==> src/design/mem_bus_pkg.sv <==
package mem_bus_pkg;

  // one enable bit per byte lane
  typedef logic [3:0] strobe_t;

  // data bus word, seen as byte lanes or as halfword lanes
  typedef union packed {
    logic [3:0][7:0]  bytes;
    logic [1:0][15:0] halves;
  } mem_word_u;

endpackage

==> src/design/riscv_pkg.sv <==
package riscv_pkg;

  typedef logic [31:0] word_t;

  // instruction class as seen by the memory stage
  typedef enum logic [1:0] {
    OP_ALU   = 2'd0,
    OP_LOAD  = 2'd1,
    OP_STORE = 2'd2,
    OP_JUMP  = 2'd3
  } op_kind_e;

  // access size, the U variants zero extend on loads
  typedef enum logic [2:0] {
    SIZE_NONE = 3'd0,
    SIZE_B    = 3'd1,
    SIZE_BU   = 3'd2,
    SIZE_H    = 3'd3,
    SIZE_HU   = 3'd4,
    SIZE_W    = 3'd5
  } mem_size_e;

  // mcause exception codes
  parameter word_t TRAP_LOAD_MISALIGNED  = 32'd4;
  parameter word_t TRAP_STORE_MISALIGNED = 32'd6;

endpackage
==> src/design/mem_lane_if.sv <==
`timescale 1ns/10ps

interface mem_lane_if #(
  parameter int ADDR_W = 32
);
  import riscv_pkg::*;
  import mem_bus_pkg::*;

  logic [ADDR_W-1:0] addr;
  mem_size_e         size;
  word_t             raw;
  word_t             result;
  strobe_t           strobe;
  logic              misaligned;

  modport ctrl (
    output addr,
    output size,
    output raw,
    input  result,
    input  strobe,
    input  misaligned
  );

  modport unit (
    input  addr,
    input  size,
    input  raw,
    output result,
    output strobe,
    output misaligned
  );

endinterface

==> src/design/mem_stage.sv <==
`timescale 1ns/10ps

module mem_stage #(
  parameter int ADDR_W = 32
) (
  input  logic                 clk_i,
  input  logic                 reset_i,
  // operation in
  input  logic                 op_valid_i,
  output logic                 op_ready_o,
  input  riscv_pkg::op_kind_e  op_kind_i,
  input  riscv_pkg::mem_size_e op_size_i,
  input  riscv_pkg::word_t     op_pc_i,
  input  riscv_pkg::word_t     op_addr_i,
  input  riscv_pkg::word_t     op_store_data_i,
  input  logic                 op_rd_write_i,
  input  logic [4:0]           op_rd_addr_i,
  input  logic                 op_is_branch_i,
  input  logic                 op_branch_predict_i,
  input  logic                 op_jump_taken_i,
  input  logic                 op_trap_valid_i,
  input  riscv_pkg::word_t     op_trap_mcause_i,
  // data memory
  output logic                 mem_valid_o,
  output logic                 mem_wen_o,
  output logic [ADDR_W-1:0]    mem_addr_o,
  output mem_bus_pkg::strobe_t mem_strb_o,
  output riscv_pkg::word_t     mem_wdata_o,
  input  logic                 mem_done_i,
  input  riscv_pkg::word_t     mem_rdata_i,
  // result out
  output logic                 result_valid_o,
  input  logic                 result_ready_i,
  output logic                 result_rd_write_o,
  output logic [4:0]           result_rd_addr_o,
  output riscv_pkg::word_t     result_rd_wdata_o,
  output logic                 result_trap_valid_o,
  output riscv_pkg::word_t     result_trap_mcause_o,
  output riscv_pkg::word_t     result_trap_pc_o,
  output logic                 result_mispredict_o
);

  mem_lane_if #(.ADDR_W(ADDR_W)) load_lane ();
  mem_lane_if #(.ADDR_W(ADDR_W)) store_lane ();

  // ************************************************************************
  // lane units
  // ************************************************************************
  load_unit #(.ADDR_W(ADDR_W)) i_load_unit (
    .lane (load_lane)
  );

  store_unit #(.ADDR_W(ADDR_W)) i_store_unit (
    .lane (store_lane)
  );

  // ************************************************************************
  // access controller
  // ************************************************************************
  mem_access_ctrl #(.ADDR_W(ADDR_W)) i_mem_access_ctrl (
    .clk_i                (clk_i),
    .reset_i              (reset_i),
    .op_valid_i           (op_valid_i),
    .op_ready_o           (op_ready_o),
    .op_kind_i            (op_kind_i),
    .op_size_i            (op_size_i),
    .op_pc_i              (op_pc_i),
    .op_addr_i            (op_addr_i),
    .op_store_data_i      (op_store_data_i),
    .op_rd_write_i        (op_rd_write_i),
    .op_rd_addr_i         (op_rd_addr_i),
    .op_is_branch_i       (op_is_branch_i),
    .op_branch_predict_i  (op_branch_predict_i),
    .op_jump_taken_i      (op_jump_taken_i),
    .op_trap_valid_i      (op_trap_valid_i),
    .op_trap_mcause_i     (op_trap_mcause_i),
    .load_lane            (load_lane),
    .store_lane           (store_lane),
    .mem_valid_o          (mem_valid_o),
    .mem_wen_o            (mem_wen_o),
    .mem_addr_o           (mem_addr_o),
    .mem_strb_o           (mem_strb_o),
    .mem_wdata_o          (mem_wdata_o),
    .mem_done_i           (mem_done_i),
    .mem_rdata_i          (mem_rdata_i),
    .result_valid_o       (result_valid_o),
    .result_ready_i       (result_ready_i),
    .result_rd_write_o    (result_rd_write_o),
    .result_rd_addr_o     (result_rd_addr_o),
    .result_rd_wdata_o    (result_rd_wdata_o),
    .result_trap_valid_o  (result_trap_valid_o),
    .result_trap_mcause_o (result_trap_mcause_o),
    .result_trap_pc_o     (result_trap_pc_o),
    .result_mispredict_o  (result_mispredict_o)
  );

endmodule

==> src/design/mem_access_ctrl.sv <==
`timescale 1ns/10ps

module mem_access_ctrl #(
  parameter int ADDR_W = 32
) (
  input  logic                 clk_i,
  input  logic                 reset_i,
  // operation in
  input  logic                 op_valid_i,
  output logic                 op_ready_o,
  input  riscv_pkg::op_kind_e  op_kind_i,
  input  riscv_pkg::mem_size_e op_size_i,
  input  riscv_pkg::word_t     op_pc_i,
  input  riscv_pkg::word_t     op_addr_i,
  input  riscv_pkg::word_t     op_store_data_i,
  input  logic                 op_rd_write_i,
  input  logic [4:0]           op_rd_addr_i,
  input  logic                 op_is_branch_i,
  input  logic                 op_branch_predict_i,
  input  logic                 op_jump_taken_i,
  input  logic                 op_trap_valid_i,
  input  riscv_pkg::word_t     op_trap_mcause_i,
  // lanes
  mem_lane_if.ctrl             load_lane,
  mem_lane_if.ctrl             store_lane,
  // data memory
  output logic                 mem_valid_o,
  output logic                 mem_wen_o,
  output logic [ADDR_W-1:0]    mem_addr_o,
  output mem_bus_pkg::strobe_t mem_strb_o,
  output riscv_pkg::word_t     mem_wdata_o,
  input  logic                 mem_done_i,
  input  riscv_pkg::word_t     mem_rdata_i,
  // result out
  output logic                 result_valid_o,
  input  logic                 result_ready_i,
  output logic                 result_rd_write_o,
  output logic [4:0]           result_rd_addr_o,
  output riscv_pkg::word_t     result_rd_wdata_o,
  output logic                 result_trap_valid_o,
  output riscv_pkg::word_t     result_trap_mcause_o,
  output riscv_pkg::word_t     result_trap_pc_o,
  output logic                 result_mispredict_o
);
  import riscv_pkg::*;

  typedef enum logic [1:0] {
    S_IDLE,
    S_ACCESS,
    S_HOLD
  } state_e;

  state_e            state_q;
  state_e            state_d;
  logic              idle;
  logic              accept;
  logic              need_mem;
  op_kind_e          kind_q;
  mem_size_e         size_q;
  word_t             addr_q;
  word_t             store_data_q;
  op_kind_e          cur_kind;
  mem_size_e         cur_size;
  word_t             cur_addr;
  logic [ADDR_W-1:0] lane_addr;
  logic              trap_valid_d;
  word_t             trap_mcause_d;

  // ************************************************************************
  // lane drive, straight from the inputs while idle so traps are known
  // at acceptance
  // ************************************************************************
  assign idle      = (state_q == S_IDLE);
  assign cur_kind  = idle ? op_kind_i : kind_q;
  assign cur_size  = idle ? op_size_i : size_q;
  assign cur_addr  = idle ? op_addr_i : addr_q;
  assign lane_addr = ADDR_W'(cur_addr);

  assign load_lane.addr  = lane_addr;
  assign load_lane.size  = (cur_kind == OP_LOAD) ? cur_size : SIZE_NONE;
  assign load_lane.raw   = mem_rdata_i;
  assign store_lane.addr = lane_addr;
  assign store_lane.size = (cur_kind == OP_STORE) ? cur_size : SIZE_NONE;
  assign store_lane.raw  = idle ? op_store_data_i : store_data_q;

  assign op_ready_o = idle;
  assign accept     = op_valid_i && idle;
  assign need_mem   = ((cur_kind == OP_LOAD) || (cur_kind == OP_STORE)) && !op_trap_valid_i
                      && !load_lane.misaligned && !store_lane.misaligned;

  // incoming trap first, then store, then load
  always_comb
  begin
    trap_valid_d  = 1'b1;
    trap_mcause_d = '0;
    if (op_trap_valid_i)
      trap_mcause_d = op_trap_mcause_i;
    else if (store_lane.misaligned)
      trap_mcause_d = TRAP_STORE_MISALIGNED;
    else if (load_lane.misaligned)
      trap_mcause_d = TRAP_LOAD_MISALIGNED;
    else
      trap_valid_d = 1'b0;
  end

  // ************************************************************************
  // FSM
  // ************************************************************************
  always_comb
  begin
    state_d = state_q;
    case (state_q)
      S_IDLE:
      begin
        if (accept)
          state_d = need_mem ? S_ACCESS : S_HOLD;
      end
      S_ACCESS:
      begin
        if (mem_done_i)
          state_d = S_HOLD;
      end
      S_HOLD:
      begin
        if (result_ready_i)
          state_d = S_IDLE;
      end
      default:
      begin
        state_d = S_IDLE;
      end
    endcase
  end

  always_ff @(posedge clk_i)
  begin
    if (reset_i)
      state_q <= S_IDLE;
    else
      state_q <= state_d;
  end

  assign mem_valid_o    = (state_q == S_ACCESS);
  assign mem_wen_o      = (state_q == S_ACCESS) && (kind_q == OP_STORE);
  assign mem_addr_o     = lane_addr;
  assign mem_wdata_o    = store_lane.result;
  assign mem_strb_o     = (cur_kind == OP_STORE) ? store_lane.strobe : load_lane.strobe;
  assign result_valid_o = (state_q == S_HOLD);

  // held operation and result
  always_ff @(posedge clk_i)
  begin
    if (accept)
    begin
      kind_q               <= op_kind_i;
      size_q               <= op_size_i;
      addr_q               <= op_addr_i;
      store_data_q         <= op_store_data_i;
      result_rd_write_o    <= op_rd_write_i && !trap_valid_d;
      result_rd_addr_o     <= op_rd_addr_i;
      result_rd_wdata_o    <= (op_kind_i == OP_JUMP) ? op_pc_i + 32'd4 : op_addr_i;
      result_trap_valid_o  <= trap_valid_d;
      result_trap_mcause_o <= trap_mcause_d;
      result_trap_pc_o     <= trap_valid_d ? op_pc_i : '0;
      result_mispredict_o  <= op_is_branch_i && (op_branch_predict_i != op_jump_taken_i);
    end
    else if ((state_q == S_ACCESS) && mem_done_i && (kind_q == OP_LOAD))
    begin
      result_rd_wdata_o <= load_lane.result;
    end
  end

endmodule

==> src/design/store_unit.sv <==
`timescale 1ns/10ps

module store_unit #(
  parameter int ADDR_W = 32
) (
  mem_lane_if.unit lane
);
  import riscv_pkg::*;
  import mem_bus_pkg::*;

  mem_word_u  wdata;
  logic [1:0] offset;

  if (ADDR_W < 3)
  begin : g_width_check
    $error("store_unit needs ADDR_W of at least 3");
  end

  assign offset = lane.addr[1:0];

  // narrow data is copied to every lane, the strobe picks the live one
  always_comb
  begin
    wdata           = '0;
    lane.strobe     = 4'b0000;
    lane.misaligned = 1'b0;
    case (lane.size)
      SIZE_B, SIZE_BU:
      begin
        wdata.bytes = {4{lane.raw[7:0]}};
        lane.strobe = 4'b0001 << offset;
      end
      SIZE_H, SIZE_HU:
      begin
        wdata.halves    = {2{lane.raw[15:0]}};
        lane.strobe     = offset[1] ? 4'b1100 : 4'b0011;
        lane.misaligned = offset[0];
      end
      SIZE_W:
      begin
        wdata           = lane.raw;
        lane.strobe     = 4'b1111;
        lane.misaligned = |offset;
      end
      default:
      begin
        wdata = '0;
      end
    endcase
  end

  assign lane.result = wdata;

endmodule

==> src/design/load_unit.sv <==
`timescale 1ns/10ps

module load_unit #(
  parameter int ADDR_W = 32
) (
  mem_lane_if.unit lane
);
  import riscv_pkg::*;
  import mem_bus_pkg::*;

  mem_word_u   rdata;
  logic [1:0]  offset;
  logic [7:0]  sel_byte;
  logic [15:0] sel_half;

  if (ADDR_W < 3)
  begin : g_width_check
    $error("load_unit needs ADDR_W of at least 3");
  end

  assign rdata    = lane.raw;
  assign offset   = lane.addr[1:0];
  assign sel_byte = rdata.bytes[offset];
  assign sel_half = rdata.halves[offset[1]];

  always_comb
  begin
    lane.result     = '0;
    lane.strobe     = 4'b0000;
    lane.misaligned = 1'b0;
    case (lane.size)
      SIZE_B:
      begin
        lane.result = {{24{sel_byte[7]}}, sel_byte};
        lane.strobe = 4'b0001 << offset;
      end
      SIZE_BU:
      begin
        lane.result = {24'd0, sel_byte};
        lane.strobe = 4'b0001 << offset;
      end
      SIZE_H:
      begin
        lane.result     = {{16{sel_half[15]}}, sel_half};
        lane.strobe     = offset[1] ? 4'b1100 : 4'b0011;
        lane.misaligned = offset[0];
      end
      SIZE_HU:
      begin
        lane.result     = {16'd0, sel_half};
        lane.strobe     = offset[1] ? 4'b1100 : 4'b0011;
        lane.misaligned = offset[0];
      end
      SIZE_W:
      begin
        lane.result     = rdata;
        lane.strobe     = 4'b1111;
        lane.misaligned = |offset;
      end
      // SIZE_NONE, lane idle
      default:
      begin
        lane.result = '0;
      end
    endcase
  end

endmodule

==> config.mk <==
export PLATFORM = sky130hd
export DESIGN_NAME = mem_stage
export DESIGN_NICKNAME = d
export VERILOG_FILES = /design/src/design/mem_bus_pkg.sv /design/src/design/riscv_pkg.sv /design/src/design/mem_lane_if.sv /design/src/design/mem_stage.sv /design/src/design/mem_access_ctrl.sv /design/src/design/store_unit.sv /design/src/design/load_unit.sv
export SDC_FILE = /design/constraint.sdc
export NUM_CORES = 1
export LEC_CHECK = 0
export BUFFER_PORTS_ARGS = -buffer_cell sky130_fd_sc_hd__buf_2
export CORE_MARGIN = 2
export CORE_UTILIZATION = 45
export CTS_CLUSTER_SIZE = 16
export DETAILED_ROUTE_END_ITERATION = 8
export PLACE_DENSITY = 0.78
export SLEW_MARGIN = 20
export SYNTH_ARGS = -nofsm -noshare
export SYNTH_HDL_FRONTEND = slang
export SYNTH_SLANG_ARGS = --single-unit
==> constraint.sdc <==
create_clock -name clk_i -period 6.2 [get_ports clk_i]
set_clock_uncertainty 0.2 [all_clocks]
set_input_delay 1.24 -clock clk_i [delete_from_list [all_inputs] [get_ports clk_i]]
set_output_delay 1.24 -clock clk_i [all_outputs]
set_load 0.005 [all_outputs]
=== Word-level counts from Yosys, hierarchy flattened ===
Cells that the tools add are included.

* Shift-type cells: 1
* Magnitude comparators: 2
* Eq/ne operators: 21
* Reductions and logical operators: 22
* Muxes and demuxes: 32
* $add $sub $neg: 1

{| class="wikitable"
|+ Operators with widths
! kind !! number
|-
| $mux 32 || 7
|-
| $pmux 32 s5 || 1
|-
| $pmux 32 s3 || 1
|-
| $add 32x3->32 const B || 1
|-
| $mux 16 || 2
|-
| $pmux 4 s3 || 2
|-
| $bmux 8 s2 || 1
|-
| $eq 3x2->1 const B || 4
|-
| $eq 3x3->1 const B || 4
|-
| $mux 3 || 4
|-
| $mux 2 || 5
|-
| $reduce_or 2->1 || 5
|-
| $logic_and 1x1->1 || 9
|-
| $eq 2x2->1 const B || 4
|-
| $mux 4 || 2
|-
| $mux 8 || 1
|-
| $eq 2x1->1 const B || 3
|-
| $eq 3x1->1 const B || 2
|-
| $pmux 2 s3 || 1
|-
| $logic_not 1->1 || 4
|-
| $ne 2x1->1 const B || 2
|-
| $pmux 1 s2 || 2
|-
| $shl 1x2->4 const A || 1
|-
| $lt 2x3->1 const B || 1
|-
| other kinds (8) || 10
|}

* Bits in registers: 175
* Logic and storage cells: 91
* Output and inout bits: 176
* Bits of input ports: 180

=== Depth between registers and ports, before layout ===
* Depth after elaboration: 13
* Gate-level depth with buffers: 17
* Mapped depth without buffers: 12

=== By module ===
A second synthesis with hierarchy kept.

* Cells, all modules: 973
* Area total of the unflattened synthesis: 11,018.1 µm²

{| class="wikitable"
|+ Modules (own cells, without submodules)
! module !! sequential area each (µm²) !! times used !! cells each !! area each (µm²)
|-
| mem_access_ctrl || 5,235.0 || 1 || 695 || 8,888.5
|-
| load_unit || 0.0 || 1 || 144 || 1,229.9
|-
| store_unit || 0.0 || 1 || 134 || 899.6
|}

=== Worst setup path before layout ===
No wires, ideal clock.

* Path type: input to register
* Start: input op_valid_i
* End: register i_mem_access_ctrl.result_rd_wdata_o[22] (data pin)
* Cell stages on the path: 5
* Arrival time: 6.178 ns
* Data required time: 5.822 ns
* Slack: -0.356 ns
* Path buffers: 1
* Library setup time: 0.178 ns
* Cells stage by stage: nand2_1 > inv_1 > clkbuf_1 > o21ai_0 > o22ai_1

* Word-level cells in the longest chain between the ends: 2

{| class="wikitable"
|+ Ends and longest elaborated chain
! element !! line !! source
|-
| start, declared || mem_stage.sv:9 || <nowiki>input logic op_valid_i,</nowiki>
|-
| $logic_and 1x1->1 || mem_access_ctrl.sv:87 || <nowiki>assign accept = op_valid_i && idle;</nowiki>
|-
| via i_mem_access_ctrl.accept || mem_access_ctrl.sv:56 || <nowiki>logic accept;</nowiki>
|-
| $mux 32 || mem_access_ctrl.sv:153 || <nowiki>if (accept)</nowiki>
|-
| end signal, assigned || mem_access_ctrl.sv:161 || <nowiki>result_rd_wdata_o <= (op_kind_i == OP_JUMP) ? op_pc_i + 32'd4 : op_addr_i;</nowiki>
|-
| end signal, assigned || mem_access_ctrl.sv:169 || <nowiki>result_rd_wdata_o <= load_lane.result;</nowiki>
|-
| end, declared || mem_access_ctrl.sv:39 || <nowiki>output riscv_pkg::word_t result_rd_wdata_o,</nowiki>
|}

The timed path passes the listed nets, and every way through them passes these cells.
A chain may end at the register's enable or synchronous reset.

=== Final worst setup path ===
* Start: register i_mem_access_ctrl.state_q[0]
* End: output mem_strb_o[0]

* Word-level cells in the longest chain between the ends: 8
* Elaborated cells between the ends (all ways): 27
* Those cells by class: eq/ne: 12; shift: 1; mux: 9; reduce/logical: 5

{| class="wikitable"
|+ Ends and longest elaborated chain
! element !! line !! source
|-
| start, declared || mem_access_ctrl.sv:53 || <nowiki>state_e state_q;</nowiki>
|-
| start signal, assigned || mem_access_ctrl.sv:140 || <nowiki>state_q <= state_d;</nowiki>
|-
| $logic_not 2->1 * || mem_access_ctrl.sv:73 || <nowiki>assign idle = (state_q == S_IDLE);</nowiki>
|-
| $mux 2 || mem_access_ctrl.sv:74 || <nowiki>assign cur_kind = idle ? op_kind_i : kind_q;</nowiki>
|-
| $eq 2x1->1 / $eq 2x2->1 (equally long branches) || mem_access_ctrl.sv:80, mem_access_ctrl.sv:83, mem_access_ctrl.sv:147 ||
|-
| $mux 3, on equally long branches || mem_access_ctrl.sv:80, mem_access_ctrl.sv:83 ||
|-
| $eq 3x2->1 (tied with other cells) || load_unit.sv:31 || <nowiki>case (lane.size)</nowiki>
|-
| $reduce_or 2->1, on equally long branches || - ||
|-
| $pmux 4 s3, on equally long branches || load_unit.sv:31, store_unit.sv:27 ||
|-
| $mux 4 * || mem_access_ctrl.sv:147 || <nowiki>assign mem_strb_o = (cur_kind == OP_STORE) ? store_lane.strobe : load_lane.strobe;</nowiki>
|-
| end, declared || mem_stage.sv:27 || <nowiki>output mem_bus_pkg::strobe_t mem_strb_o,</nowiki>
|}

Mark *: on every way between the ends. The rest lies on a longest branch, timed or not.

==> impl_metrics.csv <==
group,metric,value,unit
worst_setup_path,crit_fanout,35,
global_route,grt_pass1_vias,7426,
timing,min_period,5.25,ns
logic_synthesis,synthSimpleGateAreaFrac,16.0,%
worst_setup_path,path_class,"register to output port",
floorplanning,dieArea,21300,um^2
logic_synthesis,synth_compound_area_share,13.0,%
drt,wire_per_inst,20.1,um
worst_setup_path,max_stage_delay,0.72,ns
clock_network,clockBufferDepth,2,
logic_synthesis,ys_top_cells_by_count,"edfxtp_1 (173), nand2_1 (116), nor2_1 (45), o22ai_1 (45), mux2i_1 (43)",
drt,first_iter_violations,622,
clock_network,clk_pin_slew,0.07,ns
logic_synthesis,yosysMostFrequentCell,"edfxtp_1",
logic_synthesis,synth_mux_area_share,6.61,%
drt,vias_per_cell,5.60,
power,power.total,3.51,mW
run,cap_violations,0,
placement,dp_hpwl,21.0,mm
clock_network,htree_levels,4,
timing,finalSetupTns,0,ns
logic_synthesis,synthFlopType,"edfxtp_1",
logic_synthesis,synth_largest_area_cell,"edfxtp_1",
logic_synthesis,netlist_area,9070,um^2
global_route,grt_max_degree,80,
placement,portBuffers,355,
floorplanning,initial_utilization,46.3,%
clock_network,post_cts_buffers,0,
logic_synthesis,yosysTopAreaCellShare,57.3,%
power,powerDensity,300,nW/um^2
timing,finalSetupViolCount,0,
worst_setup_path,required,4.76,ns
worst_setup_path,ff2ff_path_depth,10,
timing,rsz0062_at_grt,"false",
logic_synthesis,syn_avg_cell_area,11.4,um^2
worst_setup_path,reg2reg_from,"i_mem_access_ctrl.state_q[0]$_SDFFE_PP0P_",
global_route,antenna_found_initial,4,
timing,drv_slew,0,
worst_setup_path,crit_slowest_cell,"or2_2",
worst_setup_path,crit_chain,"or2_2 > mux2i_1 > inv_1 > ha_1 > and2_1 > a31o_1 > a31oi_1 > o221ai_1 > buf_2",
logic_synthesis,synth_edf_count,173,
timing,slew_headroom,30.3,%
floorplanning,core,19600,um^2
drt,vias,7878,
timing,worstMarginPinSlew,1.04,ns
floorplanning,num_io_pins,356,
worst_setup_path,cp.arrival,3.81,ns
floorplanning,die_w,146,um
global_route,gr-usage-all-layers,25.8,%
worst_hold_path,hp-class,"register to register",
logic_synthesis,yosysSeqAreaShare,57.7,%
timing,hold_violations,0,
floorplanning,die_y,146,um
clock_network,post_cts_resized,0,
logic_synthesis,synthTopCellsByArea,"edfxtp_1 (57%), nand2_1 (4.8%), mux2i_1 (4.7%), o22ai_1 (3.1%), and2_1 (2.8%)",
run_status,status,"complete, no violations",
global_route,grt_overflow,0,
placement,place.gp.congestion,0.864,
clock_network,cts_root_buffer,"clkbuf_16",
worst_hold_path,holdPathEnd,"i_mem_access_ctrl.state_q[1]$_SDFFE_PP0P_",
floorplanning,row_count,51,
worst_hold_path,holdPathStages,3,
logic_synthesis,synthCells,792,
worst_setup_path,regToRegSetupSlack,1.91,ns
logic_synthesis,async_reset_ff_share,0,%
worst_setup_path,r2r_end,"i_mem_access_ctrl.result_rd_wdata_o[21]$_DFFE_PP_",
power,p_leak,4.94,nW
worst_setup_path,worstSetupStartpointType,"register",
logic_synthesis,synth_fp_nets,975,
power,ir_worst_vdd,0.180,mV
drt,ant_nets,0,
clock_network,holdBufCountCts,0,
global_route,grt_pass1_wl,42.6,mm
logic_synthesis,synthAdderAreaFrac,0.414,%
logic_synthesis,synth_top_family_by_area,"simple AND/OR/NAND/NOR gates",
timing,fmax,0.191,GHz
logic_synthesis,synth.distinct_cells,61,
drt,route.detailed.drc,0,
cells_and_area,final_nets,1310,
drt,dr.pass1.iters,6,
logic_synthesis,ys_warn_count,0,
drt,drt-total-wl,28.4,mm
clock_network,cts.sinks,175,
worst_hold_path,hold_start,"i_mem_access_ctrl.state_q[1]$_SDFFE_PP0P_",
clock_network,insertion_delay,0.42,ns
timing,period_share,84.6,%
cells_and_area,area_growth_syn_to_layout,29.0,%
worst_setup_path,cp-end-kind,"output port",
clock_network,cts_tree,"built",
cells_and_area,layout-drive-gt1-share,37.5,%
logic_synthesis,ys_ff_latch,175,
logic_synthesis,synth_xor_area_share,2.99,%
clock_network,cts_made_buffers,17,
-- metrics by stage --
stage                     instance area [um^2]  setup WS (ns)  instances  hold WS, ns  util (%)
final                                    11700          0.953       1408        0.674      59.7
after global routing                     11700          0.703       1408        0.758      59.7
after CTS                                11700           1.02       1404        0.682      59.5
after detailed placement                 11000           1.38       1372        0.655      56.4
after global placement                   11000           1.49       1372        0.636      56.4
after floorplan                           9070           1.76        792        0.593         -
-- cell usage in the layout (no fill, tap or decap), drive strengths merged, types with 10 or more instances in the layout --
cell    count
a21oi      43
and2       41
buf       366
clkbuf     17
edfxtp    173
inv        22
mux2i      43
nand2     116
nand3      14
nand4      10
nor2       46
nor2b      35
o21ai      34
o22ai      45
xnor2      25
-- routing by layer --
layer | GRT usage [%] | up-vias | wire length, um
met2 | 42.9 | 455 | 13900
met4 | 7.79 | 0 | 601
li1 | - | 3617 | -
met3 | 5.74 | 43 | 2350
met5 | 0 | - | 0
met1 | 34.1 | 3763 | 11500
-- worst max-delay path by stage --
stage / slack, ns / depth (start not counted) / start / endpoint
floorplan: 1.76 / 16 / i_mem_access_ctrl.state_q[1]$_SDFFE_PP0P_ / mem_strb_o[0]
global placement: 1.49 / 8 / op_size_i[1] / mem_strb_o[1]
detailed placement: 1.38 / 8 / op_size_i[1] / mem_strb_o[0]
CTS: 1.02 / 9 / i_mem_access_ctrl.state_q[0]$_SDFFE_PP0P_ / mem_strb_o[0]
global route: 0.70 / 9 / i_mem_access_ctrl.state_q[0]$_SDFFE_PP0P_ / mem_strb_o[1]
finish: 0.95 / 9 / i_mem_access_ctrl.state_q[0]$_SDFFE_PP0P_ / mem_strb_o[0]
-- report_power, final --
group / switching, mW / internal [mW]
clock: 0.539 / 0.552
sequential: 0.0395 / 1.48
combinational: 0.546 / 0.356
total: 1.12 / 2.38
-- final cells by class --
type                    instances  area, um^2
fillers                      1642        7900
repair buffers                366        1890
multi-input cells             552        3550
inverters                      15        61.3
diodes                          3        7.51
clock inverters                15         188
flip-flops and latches        175        5240
well taps                     265         332
clock buffers                  17         425
-- flip-flops by register name, indices dropped and copies added (netlist names) --
name	count
i_mem_access_ctrl.result_mispredict_o	1
i_mem_access_ctrl.addr_q	32
i_mem_access_ctrl.result_trap_pc_o	32
i_mem_access_ctrl.store_data_q	32
i_mem_access_ctrl.result_trap_valid_o	1
i_mem_access_ctrl.result_trap_mcause_o	32
i_mem_access_ctrl.size_q	3
i_mem_access_ctrl.kind_q	2
i_mem_access_ctrl.result_rd_addr_o	5
i_mem_access_ctrl.result_rd_wdata_o	32
i_mem_access_ctrl.result_rd_write_o	1
i_mem_access_ctrl.state_q	2
-- cell families (layout without fill, tap and decap cells) --
| kind of cell | count (synthesis) | in the layout |
|---|---|---|
| fa+ha+maj | 3 | 3 |
| compound gates | 174 | 174 |
| flops | 175 | 175 |
| mux | 51 | 51 |
| xor+xnor | 31 | 31 |
| simple gates | 293 | 293 |
| buf+inv | 65 | 413 |
| other cells | 0 | 3 |
-- worst max-delay path, delay by kind of cell, from the launching register on --
family / cells / cell delay [ns]
buffers and inverters: 2 / 0.28
DFF: 1 / 0.61
AOI/OAI and AO/OA: 3 / 0.90
and+or+nand+nor: 2 / 0.92
adders and majority gates: 1 / 0.33
muxes: 1 / 0.34
(Power assumes the default switching activity.)
